File: src/rtl/core_params.svh
// statistics core parameters
`ifndef CORE_PARAMS_SVH
`define CORE_PARAMS_SVH

// number of event counters in the bank.
`define STAT_COUNT 8

// bits needed to address one counter.
`define STAT_INDEX_W 3

// counter width, kept a whole number of bytes.
`define STAT_COUNT_W 32

// width of a single event increment.
`define STAT_INC_W 16

// byte answered by the ident command.
`define CORE_IDENT 8'h5a

`endif

File: src/rtl/host_pkg.sv
// host protocol types
`default_nettype none

package host_pkg;

    // command opcodes as sent in the first host byte.
    typedef enum logic [7:0] {
        OP_IDENT      = 8'h00,
        OP_READ       = 8'h01,
        OP_READ_CLEAR = 8'h02
    } opcode_e;

    // status byte that leads every response.
    typedef enum logic [7:0] {
        ST_OK        = 8'h00,
        ST_BAD_OP    = 8'h01,
        ST_BAD_INDEX = 8'h02
    } status_e;

    typedef enum logic [2:0] {
        RX_OP,
        RX_INDEX,
        RX_OFFER,
        RX_WAIT_ACK,
        RX_WAIT_DROP
    } rx_state_e;

    typedef enum logic [1:0] {
        PROC_IDLE,
        PROC_RAISE,
        PROC_WAIT_ACK,
        PROC_WAIT_DROP
    } proc_state_e;

    typedef enum logic [1:0] {
        TX_IDLE,
        TX_LOAD,
        TX_WAIT_ACK,
        TX_WAIT_DROP
    } tx_state_e;

endpackage

`default_nettype wire

File: src/rtl/stat_pkg.sv
// statistics value types
`default_nettype none

`include "core_params.svh"

package stat_pkg;

    // one counter value.
    typedef logic [`STAT_COUNT_W-1:0] stat_count_t;

    // counter index as it travels on the host link.
    typedef logic [7:0] stat_index_t;

    // one event increment.
    typedef logic [`STAT_INC_W-1:0] stat_inc_t;

endpackage

`default_nettype wire

File: src/rtl/cmd_rx.sv
// host command assembly
`timescale 1ns/1ns
`default_nettype none

module cmd_rx
    import host_pkg::*;
    import stat_pkg::*;
(
    input  wire logic        clk,
    input  wire logic        reset,

    // host byte link, four-phase.
    input  wire logic        in_req,
    input  wire logic [7:0]  in_data,
    output logic             in_ack,

    // command hand-off to the decoder.
    output logic             cmd_req,
    input  wire logic        cmd_ack,
    output opcode_e          cmd_op,
    output stat_index_t      cmd_index
);

rx_state_e state;
logic take_byte;

// a new byte is offered and not yet acknowledged.
assign take_byte = in_req && !in_ack;

always_ff @(posedge clk) begin
    if (reset) begin
        state   <= RX_OP;
        in_ack  <= 1'b0;
        cmd_req <= 1'b0;
    end else begin
        case (state)
            RX_OP, RX_INDEX: begin
                if (take_byte) begin
                    in_ack <= 1'b1;
                end else if (!in_req && in_ack) begin
                    // byte transfer done once req has dropped.
                    in_ack <= 1'b0;
                    state  <= (state == RX_OP) ? RX_INDEX : RX_OFFER;
                end
            end
            RX_OFFER: begin
                cmd_req <= 1'b1;
                state   <= RX_WAIT_ACK;
            end
            RX_WAIT_ACK: begin
                if (cmd_ack) begin
                    cmd_req <= 1'b0;
                    state   <= RX_WAIT_DROP;
                end
            end
            RX_WAIT_DROP: begin
                // no new bytes until the decoder has released its ack.
                if (!cmd_ack) begin
                    state <= RX_OP;
                end
            end
            default: state <= RX_OP;
        endcase
    end
end

// command bytes, held stable while cmd_req is up.
always_ff @(posedge clk) begin
    if (take_byte && state == RX_OP) begin
        cmd_op <= opcode_e'(in_data);
    end
    if (take_byte && state == RX_INDEX) begin
        cmd_index <= stat_index_t'(in_data);
    end
end

endmodule

`default_nettype wire

File: src/rtl/cmd_proc.sv
// statistics command decoder
`timescale 1ns/1ns
`default_nettype none

`include "core_params.svh"

module cmd_proc
    import host_pkg::*;
    import stat_pkg::*;
(
    input  wire logic                     clk,
    input  wire logic                     reset,

    // command hand-off from the assembler.
    input  wire logic                     cmd_req,
    output logic                          cmd_ack,
    input  wire opcode_e                  cmd_op,
    input  wire stat_index_t              cmd_index,

    // response hand-off to the serializer.
    output logic                          rsp_req,
    input  wire logic                     rsp_ack,
    output status_e                       rsp_status,
    output logic [2:0]                    rsp_len,
    output stat_count_t                   rsp_data,

    // counter bank access.
    output logic [`STAT_INDEX_W-1:0]      rd_index,
    input  wire stat_count_t              rd_data,
    output logic                          rd_clear
);

proc_state_e state;
logic        take;
status_e     status_d;
logic [2:0]  len_d;
stat_count_t data_d;
logic        clear_d;

assign take     = (state == PROC_IDLE) && cmd_req && !cmd_ack;
assign rd_index = cmd_index[`STAT_INDEX_W-1:0];

// clear lands on the same edge that samples rd_data, so no event is lost.
assign rd_clear = take && clear_d;

always_comb begin
    status_d = ST_OK;
    len_d    = 3'd0;
    data_d   = '0;
    clear_d  = 1'b0;
    case (cmd_op)
        OP_IDENT: begin
            len_d  = 3'd1;
            data_d = stat_count_t'(`CORE_IDENT);
        end
        OP_READ, OP_READ_CLEAR: begin
            if (cmd_index < 8'(`STAT_COUNT)) begin
                len_d   = 3'(`STAT_COUNT_W / 8);
                data_d  = rd_data;
                clear_d = (cmd_op == OP_READ_CLEAR);
            end else begin
                status_d = ST_BAD_INDEX;
            end
        end
        default: status_d = ST_BAD_OP;
    endcase
end

always_ff @(posedge clk) begin
    if (reset) begin
        state   <= PROC_IDLE;
        cmd_ack <= 1'b0;
        rsp_req <= 1'b0;
    end else begin
        // command ack runs its own four-phase cycle.
        if (take) begin
            cmd_ack <= 1'b1;
        end else if (cmd_ack && !cmd_req) begin
            cmd_ack <= 1'b0;
        end

        case (state)
            PROC_IDLE: begin
                if (take) begin
                    state <= PROC_RAISE;
                end
            end
            PROC_RAISE: begin
                rsp_req <= 1'b1;
                state   <= PROC_WAIT_ACK;
            end
            PROC_WAIT_ACK: begin
                if (rsp_ack) begin
                    rsp_req <= 1'b0;
                    state   <= PROC_WAIT_DROP;
                end
            end
            PROC_WAIT_DROP: begin
                if (!rsp_ack) begin
                    state <= PROC_IDLE;
                end
            end
            default: state <= PROC_IDLE;
        endcase
    end
end

// response payload.
always_ff @(posedge clk) begin
    if (take) begin
        rsp_status <= status_d;
        rsp_len    <= len_d;
        rsp_data   <= data_d;
    end
end

endmodule

`default_nettype wire

File: src/rtl/stat_bank.sv
// event counter bank
`timescale 1ns/1ns
`default_nettype none

`include "core_params.svh"

module stat_bank
    import stat_pkg::*;
(
    input  wire logic                     clk,
    input  wire logic                     reset,

    // event strobe, one increment per cycle.
    input  wire logic                     stat_valid,
    input  wire logic [`STAT_INDEX_W-1:0] stat_id,
    input  wire stat_inc_t                stat_inc,

    // read and clear port.
    input  wire logic [`STAT_INDEX_W-1:0] rd_index,
    output stat_count_t                   rd_data,
    input  wire logic                     rd_clear
);

stat_count_t cnt [`STAT_COUNT];
stat_count_t cnt_next [`STAT_COUNT];

assign rd_data = cnt[rd_index];

// clear first, then add, so a colliding increment survives the clear.
always_comb begin
    for (int i = 0; i < `STAT_COUNT; i++) begin
        cnt_next[i] = cnt[i];
        if (rd_clear && int'(rd_index) == i) begin
            cnt_next[i] = '0;
        end
        if (stat_valid && int'(stat_id) == i) begin
            // wraps naturally at the counter width.
            cnt_next[i] = cnt_next[i] + stat_count_t'(stat_inc);
        end
    end
end

always_ff @(posedge clk) begin
    for (int i = 0; i < `STAT_COUNT; i++) begin
        if (reset) begin
            cnt[i] <= '0;
        end else begin
            cnt[i] <= cnt_next[i];
        end
    end
end

endmodule

`default_nettype wire

File: src/rtl/rsp_tx.sv
// host response serializer
`timescale 1ns/1ns
`default_nettype none

`include "core_params.svh"

module rsp_tx
    import host_pkg::*;
    import stat_pkg::*;
(
    input  wire logic        clk,
    input  wire logic        reset,

    // response hand-off from the decoder.
    input  wire logic        rsp_req,
    output logic             rsp_ack,
    input  wire status_e     rsp_status,
    input  wire logic [2:0]  rsp_len,
    input  wire stat_count_t rsp_data,

    // host byte link, four-phase.
    output logic             out_req,
    input  wire logic        out_ack,
    output logic [7:0]       out_data
);

tx_state_e   state;
logic        take;
status_e     status_q;
logic [2:0]  remain_q;
stat_count_t shift_q;

assign take = (state == TX_IDLE) && rsp_req && !rsp_ack;

always_ff @(posedge clk) begin
    if (reset) begin
        state   <= TX_IDLE;
        rsp_ack <= 1'b0;
        out_req <= 1'b0;
    end else begin
        // decoder is released as soon as the response is latched.
        if (take) begin
            rsp_ack <= 1'b1;
        end else if (rsp_ack && !rsp_req) begin
            rsp_ack <= 1'b0;
        end

        case (state)
            TX_IDLE: begin
                if (take) begin
                    state <= TX_LOAD;
                end
            end
            TX_LOAD: begin
                out_req <= 1'b1;
                state   <= TX_WAIT_ACK;
            end
            TX_WAIT_ACK: begin
                if (out_ack) begin
                    out_req <= 1'b0;
                    state   <= TX_WAIT_DROP;
                end
            end
            TX_WAIT_DROP: begin
                if (!out_ack) begin
                    if (remain_q != 3'd0) begin
                        out_req <= 1'b1;
                        state   <= TX_WAIT_ACK;
                    end else begin
                        state <= TX_IDLE;
                    end
                end
            end
            default: state <= TX_IDLE;
        endcase
    end
end

// byte datapath. payload is left aligned so the top byte always goes next.
always_ff @(posedge clk) begin
    if (take) begin
        status_q <= rsp_status;
        remain_q <= rsp_len;
        shift_q  <= rsp_data << (8 * (`STAT_COUNT_W / 8 - int'(rsp_len)));
    end else if (state == TX_LOAD) begin
        out_data <= status_q;
    end else if (state == TX_WAIT_DROP && !out_ack && remain_q != 3'd0) begin
        out_data <= shift_q[`STAT_COUNT_W-1 -: 8];
        shift_q  <= shift_q << 8;
        remain_q <= remain_q - 3'd1;
    end
end

endmodule

`default_nettype wire

File: src/rtl/stats_core.sv
// statistics core top level
`timescale 1ns/1ns
`default_nettype none

`include "core_params.svh"

module stats_core
    import host_pkg::*;
    import stat_pkg::*;
(
    input  wire logic                     clk,
    input  wire logic                     reset,

    // host command bytes in.
    input  wire logic                     in_req,
    input  wire logic [7:0]               in_data,
    output wire logic                     in_ack,

    // host response bytes out.
    output wire logic                     out_req,
    input  wire logic                     out_ack,
    output wire logic [7:0]               out_data,

    // event increment strobe.
    input  wire logic                     stat_valid,
    input  wire logic [`STAT_INDEX_W-1:0] stat_id,
    input  wire stat_inc_t                stat_inc
);

logic                     cmd_req;
logic                     cmd_ack;
opcode_e                  cmd_op;
stat_index_t              cmd_index;

logic                     rsp_req;
logic                     rsp_ack;
status_e                  rsp_status;
logic [2:0]               rsp_len;
stat_count_t              rsp_data;

logic [`STAT_INDEX_W-1:0] rd_index;
stat_count_t              rd_data;
logic                     rd_clear;

cmd_rx cmd_rx_inst (
    .clk(clk),
    .reset(reset),
    .in_req(in_req),
    .in_data(in_data),
    .in_ack(in_ack),
    .cmd_req(cmd_req),
    .cmd_ack(cmd_ack),
    .cmd_op(cmd_op),
    .cmd_index(cmd_index)
);

cmd_proc cmd_proc_inst (
    .clk(clk),
    .reset(reset),
    .cmd_req(cmd_req),
    .cmd_ack(cmd_ack),
    .cmd_op(cmd_op),
    .cmd_index(cmd_index),
    .rsp_req(rsp_req),
    .rsp_ack(rsp_ack),
    .rsp_status(rsp_status),
    .rsp_len(rsp_len),
    .rsp_data(rsp_data),
    .rd_index(rd_index),
    .rd_data(rd_data),
    .rd_clear(rd_clear)
);

stat_bank stat_bank_inst (
    .clk(clk),
    .reset(reset),
    .stat_valid(stat_valid),
    .stat_id(stat_id),
    .stat_inc(stat_inc),
    .rd_index(rd_index),
    .rd_data(rd_data),
    .rd_clear(rd_clear)
);

rsp_tx rsp_tx_inst (
    .clk(clk),
    .reset(reset),
    .rsp_req(rsp_req),
    .rsp_ack(rsp_ack),
    .rsp_status(rsp_status),
    .rsp_len(rsp_len),
    .rsp_data(rsp_data),
    .out_req(out_req),
    .out_ack(out_ack),
    .out_data(out_data)
);

endmodule

`default_nettype wire

File: config.mk
export PLATFORM = sky130hd
export DESIGN_NAME = stats_core
export DESIGN_NICKNAME = d
export VERILOG_FILES = /design/src/rtl/host_pkg.sv /design/src/rtl/stat_pkg.sv /design/src/rtl/cmd_rx.sv /design/src/rtl/cmd_proc.sv /design/src/rtl/stat_bank.sv /design/src/rtl/rsp_tx.sv /design/src/rtl/stats_core.sv
export VERILOG_INCLUDE_DIRS = /design/src /design/src/rtl
export SDC_FILE = /design/constraint.sdc
export NUM_CORES = 1
export LEC_CHECK = 0
export BUFFER_PORTS_ARGS = -buffer_cell sky130_fd_sc_hd__clkbuf_2
export CORE_UTILIZATION = 50
export CTS_CLUSTER_DIAMETER = 120
export DETAILED_ROUTE_END_ITERATION = 6
export PLACE_DENSITY = 0.76
export SLEW_MARGIN = 5
export SYNTH_ARGS = -nofsm -noshare
export SYNTH_HDL_FRONTEND = slang
export SYNTH_SLANG_ARGS = --single-unit
File: constraint.sdc
create_clock -name clk -period 6.1 [get_ports clk]
set_clock_uncertainty 0.1 [all_clocks]
set_input_delay 1.22 -clock clk [delete_from_list [all_inputs] [get_ports clk]]
set_output_delay 1.22 -clock clk [all_outputs]
set_load 0.01 [all_outputs]
## After elaboration in Yosys (flattened, before gate mapping)

Memory sizes are Yosys's and may differ from the RTL's. A register that Yosys moved wholly into a read port is not among the register bits.
Index checks and enable logic that the tools add are counted.

| word-level totals | value |
|---|---|
| memories kept | 1 |
| input port bits | 32 |
| RAM bits | 256 |
| output and inout port bits | 10 |
| flip-flop bits (word level) | 123 |

Memories:

| name | words | bits a word | rd ports | clocked after Yosys merged registers in | wr ports | RTL line | source |
|---|---|---|---|---|---|---|---|
| stat_bank_inst.cnt | 8 | 32 | 9 | 1 | 8 | stat_bank.sv:24 | `` stat_count_t cnt [`STAT_COUNT]; `` |

| operators by class | value |
|---|---|
| magnitude comparators | 1 |
| bitwise operators | 9 |
| equal/unequal tests | 38 |
| add/subtract/negate cells | 10 |
| shifts and indexed selects | 1 |
| multiplexer cells | 73 |
| reductions and logical operators | 62 |

Operators with widths:

| operator | number |
|---|---|
| 2-to-1 mux 32 bit | 28 |
| adder 32 x 16 -> 32 bit | 8 |
| one-hot mux 32 bit (2 select lines) | 1 |
| << shifter 32 x 32 -> 32 bit | 1 |
| logical AND 1 bit | 29 |
| == test 3 bit (second input constant) | 9 |
| 2-to-1 mux 3 bit | 9 |
| == test 3 x 2 -> 1 bit (second input constant) | 6 |
| 2-to-1 mux 2 bit | 9 |
| 2-to-1 mux 1 bit | 16 |
| 2-to-1 mux 8 bit | 2 |
| one-hot mux 2 bit (4 select lines) | 2 |
| one-hot mux 8 bit (2 select lines) | 1 |
| != test 2 x 1 -> 1 bit (second input constant) | 7 |
| nonzero test 2 bit | 7 |
| one-hot mux 3 bit (4 select lines) | 1 |
| != test 2 bit (second input constant) | 5 |
| AND reduction 2 bit | 5 |
| == test 3 x 1 -> 1 bit (second input constant) | 3 |
| zero test 3 bit | 3 |
| == test 2 bit (second input constant) | 4 |
| == test 8 x 1 -> 1 bit (second input constant) | 1 |
| == test 8 x 2 -> 1 bit (second input constant) | 1 |
| zero test 8 bit | 1 |
| other kinds (15) | 35 |

## Longest topological paths before layout

| logic depth | value |
|---|---|
| depth in word-level cells | 9 |
| mapped depth | 19 |
| gate-level depth less buffers | 17 |

## Modules after synthesis

Synthesis repeated with hierarchy kept, for this count alone.

| unflattened totals | value |
|---|---|
| cells, all modules | 2,730 |
| area total of the unflattened synthesis | 24,543.5 um^2 |

Modules (own cells, without submodules):

| module | seq. area each (um^2) | cells an instance | instances | area each (um^2) |
|---|---|---|---|---|
| stat_bank | 5,124.9 | 2,333 | 1 | 19,160.9 |
| rsp_tx | 1,611.5 | 216 | 1 | 2,819.0 |
| cmd_proc | 1,161.1 | 133 | 1 | 1,781.7 |
| cmd_rx | 580.6 | 48 | 1 | 782.0 |

## Least setup slack after synthesis

Ideal clock, no wire load.

| timing path | value |
|---|---|
| kind | register -> register |
| from | reg cmd_proc_inst.state[0] |
| to | mem stat_bank_inst.cnt[7][22] (netlist name) |
| stages on the path, launching flop included | 19 |
| data arrival time | 4,867 ps |
| path buffers | 2 |
| path slack | 1,006 ps |
| path through | dfxtp_1 > inv_1 > ha_1 > and3b_1 > nand2_1 > or4_1 > buf_2 > clkbuf_1 > and2_1 > ha_1 > fa_1 > a21oi_1 > o21ai_0 > a311oi_1 > o211ai_1 > a31oi_2 > nor3_1 > xor2_1 > nor2_1 |

RTL lines:

| item | RTL line | source |
|---|---|---|
| from (decl) | cmd_proc.sv:33 | `proc_state_e state;` |
| from (signal assigned) | cmd_proc.sv:71 | `state <= PROC_IDLE;` |
| from (signal assigned) | cmd_proc.sv:85 | `state <= PROC_RAISE;` |
| from (signal assigned) | cmd_proc.sv:90 | `state <= PROC_WAIT_ACK;` |
| to (decl) | stat_bank.sv:24 |  |

==> out/results.ini <==
[run_status]
status = finished clean

[grt]
antenna_found_initial = 0
top_usage_layer = met2
grt_first_pass_wirelength_um = 98800
grt_max_degree = 97
use_met1 = 0.342
track_usage = 0.262
grtUsageMet3 = 0.0287
grt_pass1_vias = 18500
grtUsageMet2 = 0.427
gr-total-overflow = 0

[sta]
slew_violations = 0
fmax_mhz = 181
rsz0062_at_grt = no
finalCritPeriodShare = 0.905
hold_viol_final = 0
min_period_ns = 5.52
final.setup.tns_ns = 0
slew-limit-headroom = 0.312
worst_pin_slew_ns = 1.03
setup_viol = 0

[finish]
final_common_cell = nor2_1
syn2layout_area_growth_pct = 8.85
nNetsFinal = 2780
fill_cells = 4016
most-common-layout-cells = nor2_1 (289), nand2_1 (280), dfxtp_1 (269), a21oi_1 (211), ha_1 (138)
drive_gt1_frac = 0.0888
diodes = 0

[place]
dp_hpwl_um = 45900
numPortBuffers = 41
gp_congestion = 0.912

[cts]
ctsLongestPathBuffers = 3
insertion_delay_ns = 0.59
cts_resized = 0
cts_made_buffers = 42
hold_buffers = 0
cts-root-buf = clkbuf_16
clkSinkCount = 369
clkSlewWorstSetupHoldPaths_ns = 0.06
tritoncts = yes
cts_setup_buffers = 0
htree_levels = 2

[drt]
first_iter_violations = 1717
drtAntennaViolNets = 0
routedWlPerCell_um = 19.3
vias_per_cell = 6.14
first_pass_iters = 5
vias = 19900
remaining_drc_errors = 0
wl_um = 62300

[yosys]
yosysWarnings = 0
netlist_instances = 2595
synth.avg_cell_area_um2 = 9.00
ys_seq_area_frac = 0.358
ys_types = 88
synth_edf_count = 97
ys_seq_elements = 369
synthArstFlopShare = 0
syn_nets = 2773
netlist_area_um2 = 23400
synth-main-ff-cell = dfxtp_1

[pwr]
fin_total_pwr_mw = 5.78
leakage_nw = 9.83
ir_drop_mv = 0.197
p_per_area_nw_per_um2 = 227

[setup_path]
crit_path_end_kind = register
cp_slowest_cell = a21oi_1
critical_path.max_stage_delay_ns = 0.82
path_class = reg -> reg
startpoint_type = register
cp.arrival_ns = 5.89
cp_cell_sequence = nor3_1 -> and4_1 -> nand4_1 -> and2_1 -> ha_1 -> nand4_1 -> nor3_1 -> o311ai_0 -> a31oi_1 -> o31ai_1 -> a21oi_1 -> nand3_1 -> mux2_2
critPathMaxFanout = 14
critical_path_required_ns = 6.47

[floorplan]
die_w_um = 218
die_h_um = 218
rows = 78
coreArea_um2 = 45800
initial_core_util = 0.510
io_pins = 42
dieArea_um2 = 47600

[min_path]
hp-class = reg -> reg

[run]
cap_viol_max_count = 0

-- per-layer routing --
metal / vias to the layer above / wire length, µm
met5: - / 0
met4: 0 / 3470
met3: 203 / 3330
met2: 692 / 28600
met1: 9502 / 27000
li1: 9467 / -
-- state kept, by name, summed over array words and instances, names as in the netlist, named ones only --
| name | count |
|---|---|
| cmd_rx_inst.cmd_index | 8 |
| rsp_tx_inst.remain_q | 3 |
| cmd_proc_inst.rsp_req | 1 |
| rsp_tx_inst.state | 2 |
| rsp_tx_inst.out_req | 1 |
| cmd_rx_inst.cmd_op | 8 |
| rsp_tx_inst.rsp_ack | 1 |
| rsp_tx_inst.shift_q | 32 |
| rsp_tx_inst.out_data | 8 |
| cmd_rx_inst.state | 3 |
| stat_bank_inst.cnt | 256 |
| cmd_proc_inst.rsp_data | 32 |
| cmd_rx_inst.cmd_req | 1 |
| cmd_proc_inst.cmd_ack | 1 |
| cmd_proc_inst.rsp_status | 2 |
| cmd_proc_inst.rsp_len | 2 |
| cmd_rx_inst.in_ack | 1 |
| cmd_proc_inst.state | 2 |
| rsp_tx_inst.status_q | 2 |
-- layout make-up --
cell class	instances	area, µm²	share of cell area
inverters	61	229	0.00901
repair buffers	70	429	0.0169
multi-input cells	2058	14400	0.565
clock inverters	18	128	0.00502
flip-flops and latches	369	8370	0.329
clock buffers	60	1160	0.0456
well taps	600	751	0.0295
-- through the flow --
stage                     std cells  utilization  cell area, µm²  setup WS [ns]  hold slack [ns]
after floorplan                2595            -           23400           1.01            0.300
after global placement         3158        0.527           24100           1.04            0.308
after detailed placement       3158        0.527           24100          0.739            0.316
after CTS                      3236        0.555           25400          0.722            0.336
after global routing           3236        0.555           25400          0.141            0.354
final                          3236        0.555           25400          0.582            0.345
-- kinds of logic after synthesis --
kind of cell | count (synthesis) | share of synthesized area
AOI/OAI and AO/OA | 589 | 0.166
xor gates and xnor gates | 173 | 0.0649
adders and majority gates | 146 | 0.0808
buffers and inverters | 168 | 0.0278
DFF | 369 | 0.358
muxes | 122 | 0.0871
and+or+nand+nor | 1028 | 0.216
-- worst paths after layout --
check / from / end / slack (ns) / depth (start not counted)
min reg2reg: cmd_proc_inst.rsp_status[0] / rsp_tx_inst.status_q[0] / 0.35 / 0
max: cmd_rx_inst.cmd_index[6] / stat_bank_inst.cnt[2][23] / 0.58 / 13
max reg2reg: cmd_rx_inst.cmd_index[6] / stat_bank_inst.cnt[2][23] / 0.58 / 13
min: cmd_proc_inst.rsp_status[0] / rsp_tx_inst.status_q[0] / 0.35 / 0
-- critical path, delay by kind of cell (launching register included) --
family                   cells  cell delay (ns)
AO/OA/AOI/OAI                4             1.69
adder cells (fa/ha/maj)      1             0.39
flip-flops                   1             0.38
multiplexers                 1             0.32
AND/OR/NAND/NOR              7             2.51
-- synth_stat cells (12+ instances only) --
cell        n  area share
nor2_1    289       0.046
nand2_1   280       0.045
dfxtp_1   272        0.23
a21oi_1   211       0.045
ha_1      138       0.074
and2_1    134       0.036
xnor2_1   109       0.041
edfxtp_1   97        0.12
o21ai_0    91       0.019
clkbuf_1   85       0.014
nand3_1    65       0.014
mux4_2     64       0.062
xor2_1     64       0.024
inv_1      61      0.0098
a21o_1     53       0.017
mux2i_1    48       0.021
and3_1     46       0.012
nor3_1     38      0.0081
a211oi_1   34       0.011
nand4_1    31      0.0083
a22o_1     30       0.011
nor2b_1    30      0.0080
or3_1      22      0.0059
o31ai_1    18      0.0058
nand2b_1   15      0.0040
nor4_1     15      0.0040
o21a_1     15      0.0048
o211ai_1   14      0.0045
or4_1      14      0.0045
a31oi_1    13      0.0035
o21bai_1   13      0.0042
buf_1      12      0.0019
-- report_power, final --
part           switching (mW)  internal [mW]  total, mW
sequential             0.0483           2.63       2.68
clock                    1.04           1.37       2.41
combinational           0.422          0.263      0.684
total                    1.51           4.26       5.78
Note: power is estimated with default switching activity, not from simulation.
